==> config.mk <==
export PLATFORM = sky130hd
export DESIGN_NAME = floppy_top
export DESIGN_NICKNAME = d
export VERILOG_FILES = /design/src/design/floppy_pkg.sv /design/src/design/floppy_top.sv /design/src/design/sector_buffer.sv /design/src/design/spi_master.sv /design/src/design/sector_pump.sv /design/src/design/fdc_control.sv
export SDC_FILE = /design/constraint.sdc
export NUM_CORES = 1
export LEC_CHECK = 0
export BUFFER_PORTS_ARGS = -buffer_cell sky130_fd_sc_hd__buf_4
export CORE_MARGIN = 2
export CORE_UTILIZATION = 50
export CTS_CLUSTER_SIZE = 25
export DETAILED_ROUTE_END_ITERATION = 8
export PLACE_DENSITY = 0.68
export SLEW_MARGIN = 20
export SYNTH_ARGS = -nofsm -noshare
export SYNTH_HDL_FRONTEND = slang
export SYNTH_SLANG_ARGS = --single-unit
==> constraint.sdc <==
create_clock -name clk -period 4.55 [get_ports clk]
set_input_delay 1.365 -clock clk [delete_from_list [all_inputs] [get_ports clk]]
set_output_delay 1.365 -clock clk [all_outputs]
set_load 0.05 [all_outputs]
==> src/design/floppy_pkg.sv <==
`default_nettype none

package floppy_pkg;

	// host register window, low two bits of the host address
	typedef enum logic [1:0] {
		REG_DATA    = 2'd0,
		REG_SECTOR  = 2'd1,
		REG_TRACK   = 2'd2,
		REG_CMDSTAT = 2'd3
	} fdc_reg_e;

	// only read-sector is decoded, everything else falls on the floor
	localparam logic [7:0] CMD_READ_SECTOR = 8'h80;

	// card side byte values
	localparam logic [7:0] DATA_TOKEN = 8'hFE;
	localparam logic [7:0] IDLE_BYTE  = 8'hFF;

	// one host bus cycle, strobes are single clock
	typedef struct packed {
		logic [2:0] addr;
		logic       wr;
		logic       rd;
		logic [7:0] wdata;
	} host_bus_t;

	// status byte as seen at REG_CMDSTAT
	typedef struct packed {
		logic [5:0] rsvd;
		logic       drq;
		logic       busy;
	} fdc_status_t;

	// which sector to fetch
	typedef struct packed {
		logic [7:0] track;
		logic [7:0] sector;
	} sector_req_t;

	// buffer write port, 8-bit address caps the sector at 256 bytes
	typedef struct packed {
		logic       we;
		logic [7:0] data;
		logic [7:0] addr;
	} buf_wr_t;

endpackage

`default_nettype wire
==> src/design/floppy_top.sv <==
`timescale 1ns/1ps
`default_nettype none

module floppy_top #(
	parameter int SECTOR_BYTES = 32
) (
	input  wire                   clk,
	input  wire                   reset_n,
	input  floppy_pkg::host_bus_t host_i,
	output logic [7:0]            host_rdata_o,
	output logic                  spi_sck_o,
	output logic                  spi_mosi_o,
	output logic                  spi_cs_n_o,
	input  wire                   spi_miso_i
);

	import floppy_pkg::*;

	//////////////////////////////////////////////////////////////////////
	// interconnect
	//////////////////////////////////////////////////////////////////////

	// controller to pump
	logic        pump_req;
	logic        pump_ack;
	sector_req_t pump_sel;
	// controller to buffer
	logic [7:0]  rd_addr;
	logic [7:0]  rd_data;
	// pump to spi
	logic        spi_req;
	logic        spi_ack;
	logic [7:0]  spi_tx;
	logic [7:0]  spi_rx;
	// pump to buffer
	buf_wr_t     buf_wr;

	fdc_control #(.SECTOR_BYTES(SECTOR_BYTES)) ctrl0 (
		.clk         (clk),
		.reset_n     (reset_n),
		.host_i      (host_i),
		.host_rdata_o(host_rdata_o),
		.pump_req_o  (pump_req),
		.pump_sel_o  (pump_sel),
		.pump_ack_i  (pump_ack),
		.rd_addr_o   (rd_addr),
		.rd_data_i   (rd_data)
	);

	sector_pump #(.SECTOR_BYTES(SECTOR_BYTES)) pump0 (
		.clk       (clk),
		.reset_n   (reset_n),
		.pump_req_i(pump_req),
		.pump_sel_i(pump_sel),
		.pump_ack_o(pump_ack),
		.spi_req_o (spi_req),
		.spi_tx_o  (spi_tx),
		.spi_ack_i (spi_ack),
		.spi_rx_i  (spi_rx),
		.spi_cs_n_o(spi_cs_n_o),
		.buf_wr_o  (buf_wr)
	);

	spi_master spi0 (
		.clk      (clk),
		.reset_n  (reset_n),
		.spi_req_i(spi_req),
		.spi_tx_i (spi_tx),
		.spi_ack_o(spi_ack),
		.spi_rx_o (spi_rx),
		.sck_o    (spi_sck_o),
		.mosi_o   (spi_mosi_o),
		.miso_i   (spi_miso_i)
	);

	sector_buffer #(.SECTOR_BYTES(SECTOR_BYTES)) buf0 (
		.clk      (clk),
		.buf_wr_i (buf_wr),
		.rd_addr_i(rd_addr),
		.rd_data_o(rd_data)
	);

endmodule

`default_nettype wire

==> src/design/sector_buffer.sv <==
`timescale 1ns/1ps
`default_nettype none

module sector_buffer #(
	parameter int SECTOR_BYTES = 32
) (
	input  wire                 clk,
	input  floppy_pkg::buf_wr_t buf_wr_i,
	input  wire  [7:0]          rd_addr_i,
	output logic [7:0]          rd_data_o
);

	// index width follows the sector size
	localparam int AW = (SECTOR_BYTES > 1) ? $clog2(SECTOR_BYTES) : 1;

	logic [7:0] mem [SECTOR_BYTES];

	// one write port from the pump
	always_ff @(posedge clk) begin
		if (buf_wr_i.we)
			mem[buf_wr_i.addr[AW-1:0]] <= buf_wr_i.data;
	end

	// registered read, one cycle latency
	always_ff @(posedge clk) begin
		rd_data_o <= mem[rd_addr_i[AW-1:0]];
	end

endmodule

`default_nettype wire

==> src/design/spi_master.sv <==
`timescale 1ns/1ps
`default_nettype none

module spi_master (
	input  wire        clk,
	input  wire        reset_n,
	input  wire        spi_req_i,
	input  wire  [7:0] spi_tx_i,
	output logic       spi_ack_o,
	output logic [7:0] spi_rx_o,
	output logic       sck_o,
	output logic       mosi_o,
	input  wire        miso_i
);

	logic       busy_q;
	logic [3:0] half_q;
	logic [7:0] tx_sh;
	logic [7:0] rx_sh;
	logic       start;
	logic       rise;
	logic       fall;

	// new byte only once the previous ack has been taken back
	assign start = spi_req_i && !busy_q && !spi_ack_o;
	// sck edges happen on the clk edge that flips sck_o
	assign rise  = busy_q && !sck_o;
	assign fall  = busy_q && sck_o;

	//////////////////////////////////////////////////////////////////////
	// sck, bit count and ack
	//////////////////////////////////////////////////////////////////////

	always_ff @(posedge clk or negedge reset_n) begin
		if (!reset_n) begin
			busy_q    <= 1'b0;
			half_q    <= '0;
			sck_o     <= 1'b0;
			mosi_o    <= 1'b1;
			spi_ack_o <= 1'b0;
		end else if (busy_q) begin
			sck_o  <= ~sck_o;
			half_q <= half_q + 4'd1;
			if (fall) begin
				// next bit goes out while sck drops
				mosi_o <= tx_sh[6];
				// 16th half period ends the byte
				if (half_q == 4'd15) begin
					busy_q    <= 1'b0;
					spi_ack_o <= 1'b1;
				end
			end
		end else if (spi_ack_o) begin
			if (!spi_req_i)
				spi_ack_o <= 1'b0;
		end else if (start) begin
			// msb must be on the line before the first rising edge
			busy_q <= 1'b1;
			half_q <= '0;
			mosi_o <= spi_tx_i[7];
		end
	end

	//////////////////////////////////////////////////////////////////////
	// shift registers
	//////////////////////////////////////////////////////////////////////

	always_ff @(posedge clk) begin
		if (start)
			tx_sh <= spi_tx_i;
		else if (fall)
			tx_sh <= {tx_sh[6:0], 1'b1};
		// sample on rising sck
		if (rise)
			rx_sh <= {rx_sh[6:0], miso_i};
	end

	// rx is complete before ack and frozen until the next start
	assign spi_rx_o = rx_sh;

endmodule

`default_nettype wire

==> src/design/sector_pump.sv <==
`timescale 1ns/1ps
`default_nettype none

module sector_pump #(
	parameter int SECTOR_BYTES = 32
) (
	input  wire                     clk,
	input  wire                     reset_n,
	input  wire                     pump_req_i,
	input  floppy_pkg::sector_req_t pump_sel_i,
	output logic                    pump_ack_o,
	output logic                    spi_req_o,
	output logic [7:0]              spi_tx_o,
	input  wire                     spi_ack_i,
	input  wire  [7:0]              spi_rx_i,
	output logic                    spi_cs_n_o,
	output floppy_pkg::buf_wr_t     buf_wr_o
);

	import floppy_pkg::*;

	localparam logic [7:0] LAST_BYTE = 8'(SECTOR_BYTES - 1);

	// handshake with the spi master
	typedef enum logic [1:0] {ST_IDLE, ST_REQ, ST_REL, ST_DONE} state_e;
	// what the current byte means
	typedef enum logic [1:0] {PH_TRACK, PH_SECTOR, PH_HUNT, PH_DATA} phase_e;

	state_e     state_q;
	phase_e     phase_q;
	logic [7:0] cnt_q;
	logic       last_q;
	logic       wr_en_q;
	logic [7:0] wr_data_q;
	logic [7:0] wr_addr_q;
	logic       byte_in;
	logic       take_byte;

	assign byte_in   = (state_q == ST_REQ) && spi_ack_i;
	assign take_byte = byte_in && (phase_q == PH_DATA);

	// header bytes first, idle fill after
	always_comb begin
		case (phase_q)
		PH_TRACK:  spi_tx_o = pump_sel_i.track;
		PH_SECTOR: spi_tx_o = pump_sel_i.sector;
		default:   spi_tx_o = IDLE_BYTE;
		endcase
	end

	always_ff @(posedge clk or negedge reset_n) begin
		if (!reset_n) begin
			state_q    <= ST_IDLE;
			phase_q    <= PH_TRACK;
			cnt_q      <= '0;
			last_q     <= 1'b0;
			spi_req_o  <= 1'b0;
			spi_cs_n_o <= 1'b1;
			pump_ack_o <= 1'b0;
			wr_en_q    <= 1'b0;
		end else begin
			wr_en_q <= take_byte;
			case (state_q)
			ST_IDLE: begin
				if (pump_req_i) begin
					spi_cs_n_o <= 1'b0;
					phase_q    <= PH_TRACK;
					cnt_q      <= '0;
					last_q     <= 1'b0;
					spi_req_o  <= 1'b1;
					state_q    <= ST_REQ;
				end
			end
			ST_REQ: begin
				if (spi_ack_i) begin
					spi_req_o <= 1'b0;
					state_q   <= ST_REL;
					case (phase_q)
					PH_TRACK:  phase_q <= PH_SECTOR;
					PH_SECTOR: phase_q <= PH_HUNT;
					// keep clocking 0xff until the card answers
					PH_HUNT: begin
						if (spi_rx_i == DATA_TOKEN)
							phase_q <= PH_DATA;
					end
					default: begin
						cnt_q <= cnt_q + 8'd1;
						if (cnt_q == LAST_BYTE)
							last_q <= 1'b1;
					end
					endcase
				end
			end
			// ack must fall before the next byte
			ST_REL: begin
				if (!spi_ack_i) begin
					if (last_q) begin
						spi_cs_n_o <= 1'b1;
						pump_ack_o <= 1'b1;
						state_q    <= ST_DONE;
					end else begin
						spi_req_o <= 1'b1;
						state_q   <= ST_REQ;
					end
				end
			end
			default: begin
				if (!pump_req_i) begin
					pump_ack_o <= 1'b0;
					state_q    <= ST_IDLE;
				end
			end
			endcase
		end
	end

	// byte and address ride along with the write enable
	always_ff @(posedge clk) begin
		if (take_byte) begin
			wr_data_q <= spi_rx_i;
			wr_addr_q <= cnt_q;
		end
	end

	assign buf_wr_o = '{we: wr_en_q, data: wr_data_q, addr: wr_addr_q};

endmodule

`default_nettype wire

==> src/design/fdc_control.sv <==
`timescale 1ns/1ps
`default_nettype none

module fdc_control #(
	parameter int SECTOR_BYTES = 32
) (
	input  wire                     clk,
	input  wire                     reset_n,
	input  floppy_pkg::host_bus_t   host_i,
	output logic [7:0]              host_rdata_o,
	output logic                    pump_req_o,
	output floppy_pkg::sector_req_t pump_sel_o,
	input  wire                     pump_ack_i,
	output logic [7:0]              rd_addr_o,
	input  wire  [7:0]              rd_data_i
);

	import floppy_pkg::*;

	localparam logic [7:0] LAST_BYTE = 8'(SECTOR_BYTES - 1);

	typedef enum logic [1:0] {
		ST_IDLE,
		ST_FETCH,
		ST_ACK_LOW,
		ST_DRAIN
	} state_e;

	state_e      state_q;
	logic [7:0]  track_q;
	logic [7:0]  sector_q;
	logic [7:0]  ptr_q;
	logic [7:0]  ptr_d;
	sector_req_t sel_q;
	fdc_status_t status;
	fdc_reg_e    reg_sel;
	logic        hit;
	logic        cmd_wr;
	logic        start;
	logic        data_rd;

	//////////////////////////////////////////////////////////////////////
	// host decode
	//////////////////////////////////////////////////////////////////////

	// upper address bit must be clear
	assign hit     = (host_i.addr[2] == 1'b0);
	assign reg_sel = fdc_reg_e'(host_i.addr[1:0]);

	assign cmd_wr  = host_i.wr && hit && (reg_sel == REG_CMDSTAT) &&
			(host_i.wdata == CMD_READ_SECTOR);
	// busy swallows commands, drain gets restarted
	assign start   = cmd_wr && !status.busy;
	assign data_rd = host_i.rd && hit && (reg_sel == REG_DATA) && (state_q == ST_DRAIN);

	always_comb begin
		status      = '0;
		status.busy = (state_q == ST_FETCH) || (state_q == ST_ACK_LOW);
		status.drq  = (state_q == ST_DRAIN);
	end

	//////////////////////////////////////////////////////////////////////
	// command fsm
	//////////////////////////////////////////////////////////////////////

	always_ff @(posedge clk or negedge reset_n) begin
		if (!reset_n) begin
			state_q  <= ST_IDLE;
			track_q  <= '0;
			sector_q <= '0;
		end else begin
			if (host_i.wr && hit && reg_sel == REG_TRACK)
				track_q <= host_i.wdata;
			if (host_i.wr && hit && reg_sel == REG_SECTOR)
				sector_q <= host_i.wdata;

			case (state_q)
			ST_IDLE: begin
				if (start)
					state_q <= ST_FETCH;
			end
			// pump owns the card until ack
			ST_FETCH: begin
				if (pump_ack_i)
					state_q <= ST_ACK_LOW;
			end
			ST_ACK_LOW: begin
				if (!pump_ack_i)
					state_q <= ST_DRAIN;
			end
			ST_DRAIN: begin
				if (start)
					state_q <= ST_FETCH;
				else if (data_rd && ptr_q == LAST_BYTE)
					state_q <= ST_IDLE;
			end
			default: state_q <= ST_IDLE;
			endcase
		end
	end

	// snapshot of track/sector for the whole fetch
	always_ff @(posedge clk) begin
		if (start)
			sel_q <= '{track: track_q, sector: sector_q};
	end

	assign pump_req_o = (state_q == ST_FETCH);
	assign pump_sel_o = sel_q;

	//////////////////////////////////////////////////////////////////////
	// read pointer and host data
	//////////////////////////////////////////////////////////////////////

	// buffer sees the next pointer, so its byte is ready one cycle later
	always_comb begin
		ptr_d = ptr_q;
		if (start)
			ptr_d = '0;
		else if (data_rd)
			ptr_d = ptr_q + 8'd1;
	end

	assign rd_addr_o = ptr_d;

	always_ff @(posedge clk or negedge reset_n) begin
		if (!reset_n) begin
			ptr_q        <= '0;
			host_rdata_o <= '0;
		end else begin
			ptr_q <= ptr_d;
			// read data holds until the next strobe
			if (host_i.rd) begin
				if (!hit)
					host_rdata_o <= '0;
				else begin
					case (reg_sel)
					REG_DATA:    host_rdata_o <= data_rd ? rd_data_i : 8'h00;
					REG_SECTOR:  host_rdata_o <= sector_q;
					REG_TRACK:   host_rdata_o <= track_q;
					REG_CMDSTAT: host_rdata_o <= status;
					default:     host_rdata_o <= '0;
					endcase
				end
			end
		end
	end

endmodule

`default_nettype wire

* Word-level counts from Yosys, hierarchy flattened
Memories as Yosys holds them, arrays and structs flattened. A register that Yosys moved wholly into a read port is not among the register bits. Index checks and enable logic that the tools add are counted.
Storage, ports and cells: bits in registers 103, bits in writable memories 256, input port bits 16, output and inout port bits 11, word-level logic and storage cells 173, memories kept 1
Memories:
- buf0.mem | depth 32, bits a word 8, read ports 1, clocked after memory_dff 1, write ports 1, RTL line sector_buffer.sv:16 | logic [7:0] mem [SECTOR_BYTES];
Operators by class: add/subtract/negate cells 3, equal/unequal tests 34, multiplexer cells 63, bitwise logic cells 3, reduce and logical (&&, ||, !) cells 44
Operators by type and width (number):
- $mux W8 | 7
- $pmux W8 S2 | 2
- $pmux W8 S4 | 1
- $mux W1 | 27
- $mux W2 | 13
- $ne A2 B2 Y1 const B | 10
- $reduce_and A4 Y1 | 5
- $add A8 B1 Y8 const B | 2
- $eq A8 B5 Y1 const B | 2
- $eq A8 B8 Y1 const B | 2
- $logic_and A1 B1 Y1 | 16
- $reduce_and A5 Y1 | 3
- $eq A2 B2 Y1 const B | 7
- $mux W7 | 2
- $mux W4 | 3
- $pmux W2 S3 | 2
- $reduce_bool A2 Y1 | 5
- $eq A2 B1 Y1 const B | 4
- $logic_not A2 Y1 | 4
- $ne A2 B1 Y1 const B | 4
- $ne A4 B4 Y1 const B | 2
- $pmux W2 S4 | 1
- $ne A3 B3 Y1 const B | 2
- $pmux W1 S2 | 3
- 12 further kinds | 18

* Depth between registers and ports, before layout
depth in word-level cells 8, mapped depth 14

* Modules after synthesis
A second synthesis with hierarchy kept.
Second synthesis, totals: cells, all modules 790, area total of the unflattened synthesis 14775.4 um2
By module, submodules not included:
- sector_buffer | instances 1, cells each 417, area each 10053.4 um2
- fdc_control | instances 1, cells each 173, area each 2213.4 um2
- sector_pump | instances 1, cells each 140, area each 1547.7 um2
- spi_master | instances 1, cells each 60, area each 960.9 um2

* Worst setup path before layout
Ideal clock, no wire load.
kind input to register, start point input host_i[4] in the netlist's numbering, end point register ctrl0.sel_q (netlist bit ctrl0.pump_sel_o[0]) (enable), arrival time 3728 ps, path slack 385 ps, stages 2, buffers on the path 0, cell sequence or4b_4 > nor4b_1
On the way: longest elaborated chain between the ends 3
RTL lines:
- start: declaration | RTL line floppy_top.sv:9 | input floppy_pkg::host_bus_t host_i,
- $eq A8 B8 Y1 | RTL line fdc_control.sv:51 | (host_i.wdata == CMD_READ_SECTOR);
- $logic_and A1 B1 Y1 | RTL line fdc_control.sv:50 | assign cmd_wr = host_i.wr && hit && (reg_sel == REG_CMDSTAT) &&
- $logic_and A1 B1 Y1 | RTL line fdc_control.sv:53 | assign start = cmd_wr && !status.busy;
- named net ctrl0.start | RTL line fdc_control.sv:39 | logic start;
- end signal: assignment | RTL line fdc_control.sv:105 | sel_q <= '{track: track_q, sector: sector_q};
- end: declaration | RTL line fdc_control.sv:34 | sector_req_t sel_q;
The timed path passes the listed nets, and every way through them passes these cells. A chain may end at the register's enable or synchronous reset.

* Final worst setup path
start point input host_i[4] in the netlist's numbering, end point register buf0.rd_data_o[0], read port of buf0.mem
On the way: longest elaborated chain between the ends 4
RTL lines:
- $eq A8 B8 Y1 | RTL line fdc_control.sv:51
- $logic_and A1 B1 Y1 | RTL line fdc_control.sv:50
- $logic_and A1 B1 Y1 | RTL line fdc_control.sv:53
- $mux W8 | RTL line fdc_control.sv:118 | if (start)
- end: declaration | RTL line sector_buffer.sv:10 | output logic [7:0] rd_data_o
No other way between the ends.

==> qor.csv <==
stage;metric;value;unit
route;detail-route-antenna-nets;0;
final_layout;area_growth;11.65;%
setup_path;arrival;4.09;ns
pwr;power_frac_seq;44.3;%
global_routing;grt_max_degree;60;
final_layout;final_nets;1221;
logic_synthesis;ys.flop_type;edfxtp_1;
timing;rsz0062_at_grt;no;
logic_synthesis;ys_types;76;
logic_synthesis;yosysSeqAreaShare;69.58;%
timing;slew_headroom;40.94;%
final_layout;fill_cells;2390;
logic_synthesis;synth_warnings;0;
pwr;power_leakage;6.020;nW
logic_synthesis;syn_inst;1154;
timing;fin_ws;0.9084;ns
floorplanning;io_pins;27;
pwr;switching_share;31.15;%
clock_network;clk_path_buf_depth;3;
final_layout;num_antenna_cells;0;
clock_network;htree_levels;2;
timing;finalCriticalPeriod;3.642;ns
pwr;ir_drop;0.0002434;V
timing;tns;0;ns
hold_path;min-delay-start;ctrl0.sector_q[6];
route;drt-pass1-iter-count;5;
clock_network;path_clk_slew;0.06;ns
pwr;power.share.clock;31.9;%
floorplanning;die_x;178.9;um
setup_path;start_kind;input pin;
hold_path;hold_path.class;reg2reg;
floorplanning;initial_core_util;50.42;%
pwr;p_switching;2.868;mW
floorplanning;rows;64;
route;vias_per_cell;6.081;
place;post-place-ws;0.4058;ns
clock_network;cts_tree;done;
global_routing;grt-ovfl-total;0;
clock_network;postCtsSetupRepairBufs;0;
clock_network;cts_buffers;38;
pwr;p_comb_share;23.8;%
hold_path;worstHoldEndpoint;ctrl0.pump_sel_o[6];
timing;slew_viol_final;0;
route;drc;0;
setup_path;r2r-start;ctrl0.state_q[0];
logic_synthesis;synth-seq-cells;367;
logic_synthesis;avgSynthCellArea;13.26;sq um
timing;fin_worst_skew;0.02411;ns
final_layout;largest_register_ffs;256;
clock_network;cts.sink_count;367;
clock_network;clk_latency;0.54;ns
setup_path;worstRegToRegCells;10;
timing;clock.fmax;274.6;MHz
setup_path;path_class;in2reg;
floorplanning;dieArea;32020;sq um
place;io_buffers;26;
logic_synthesis;synth_fp_nets;1188;
route;drt-total-wl;37090;um
timing;min_period_over_period;80.03;%
global_routing;antenna_found_initial;0;
floorplanning;core;30350;sq um
timing;hold_slack;0.4593;ns
timing;final-hold-violation-count;0;
route;vias;9796;
logic_synthesis;async_flop_share;16.08;%
clock_network;postCtsResizedCells;0;
place;detailed_place_hpwl;23790;um
timing;setup_viol;0;
place;place_congestion;0.9164;
logic_synthesis;netlist_area;15300;sq um
job;cap_violations;0;
logic_synthesis;synth-edff-count;300;
status;status;complete, no violations;
setup_path;r2r_end;buf0.rd_data_o[0];
global_routing;grt.total_usage;23.65;%
floorplanning;die_h;178.9;um
clock_network;root_buffer;clkbuf_16;
pwr;power_density;538.8;nW/um^2
global_routing;grt_pass1_vias;9254;
pwr;p_int;6.338;mW
clock_network;cts_hold_buf;0;
route;drt_iter0_markers;1119;
setup_path;endpoint_kind;register;
timing;worst_pin_slew;0.8826;ns
hold_path;whs_path_depth;0;
final_layout;final-seq-area;10650;sq um
route;wl_per_cell;23.03;um
setup_path;crit_start;host_i[4];
final_layout;multi_input_area;4175;sq um
setup_path;cp.required;5.00;ns
final_layout;layout-drive-gt1-share;13.66;%
global_routing;grt_pass1_wl;56090;um
setup_path;r2r_slack;1.05;ns
setup_path;path_max_fanout;19;
## critical path, cell delays in order
cell and delay (ns):
buf_4 0.12, or4b_4 0.57, or4_4 0.61, o21ai_4 0.27, inv_6 0.17, and3_4 0.28
a311oi_1 0.38, a22oi_1 0.20, o221ai_1 0.11
## power by group through the flow
stage	Sequential [mW]	Clock [mW]	Combinational [mW]
final	4.08	2.94	2.19
after global routing	4.10	3.11	2.41
after CTS	4.08	2.99	2.19
after detailed placement	4.14	0	2.18
after global placement	4.14	0	2.14
after floorplan	4.12	0	1.55
## routing by layer
metal	track usage, %	part of all wire (%)	vias up	routed length [um]
met2	36.35	46	439	17160
met4	7.182	2.7	0	1010
met3	4.877	8.5	81	3140
met1	34.05	43	4826	15780
met5	0	0	-	0
li1	-	-	4450	-
## Yosys cell counts, types with 15 or more instances
cell type / n / area share, %
edfxtp_1: 300 / 59
nand2_1: 161 / 3.9
nor2_1: 88 / 2.2
nand3_1: 61 / 2.0
dfrtp_1: 57 / 9.3
inv_1: 40 / 0.98
clkbuf_1: 37 / 0.91
a31oi_1: 32 / 1.3
a21oi_1: 30 / 0.98
a211oi_1: 29 / 1.4
o21ai_0: 26 / 0.85
ha_1: 18 / 1.5
mux2_2: 17 / 1.3
a22oi_1: 16 / 0.78
nor3_1: 16 / 0.52
o221ai_1: 16 / 0.92
o22ai_1: 16 / 0.65
buf_2: 15 / 0.49
## cell usage in the layout (no fill, tap or decap), drive strengths merged, types with 9 or more instances in the layout
cell and count:
nor2 89, buf 55, a221oi 9, a31oi 33
a22oi 16, a211oi 30, nand3 61, clkinv 10
mux2i 14, o21ai 31, a21oi 30, nand2 161
nor3 17, clkbuf 54, o221ai 16, edfxtp 300
o22ai 16, dfrtp 57, mux2 17, ha 18
o221a 14, inv 45
## cell type report
cell class | count | share of cell area, %
clock buffer | 54 | 6.210
clock inverter | 14 | 0.6664
inverter | 43 | 0.9740
multi-input combinational | 682 | 24.44
sequential | 367 | 62.32
tap | 396 | 2.900
timing repair buffer | 55 | 2.490
## logic make-up after synthesis
group                    Yosys count  synth area share, %
AND/OR/NAND/NOR                  376                11.21
adder cells (fa/ha/maj)           18                1.472
buffers and inverters            105                3.189
AO/OA/AOI/OAI                    245                11.69
XOR/XNOR                          12               0.6868
flip-flops                       367                69.58
multiplexers                      31                2.167
## through the flow
| step | utilization, % | cells | total power, mW | area [sq um] |
|---|---|---|---|---|
| after floorplan | - | 1154 | 5.667 | 15300 |
| after global routing | 56.30 | 1611 | 9.626 | 17090 |
| after CTS | 56.30 | 1611 | 9.258 | 17090 |
| after detailed placement | 52.42 | 1543 | 6.321 | 15910 |
| final | 56.30 | 1611 | 9.206 | 17090 |
| after global placement | 52.42 | 1543 | 6.279 | 15910 |
## worst max path at each step
stage	endpoint	cells after the start
finish	buf0.rd_data_o[0]	9
global route	buf0.rd_data_o[1]	9
CTS	buf0.rd_data_o[1]	9
detailed placement	buf0.rd_data_o[1]	9
global placement	buf0.rd_data_o[0]	9
floorplan	ctrl0.pump_sel_o[0]	2
No activity file was read; power rests on OpenSTA's default activity.
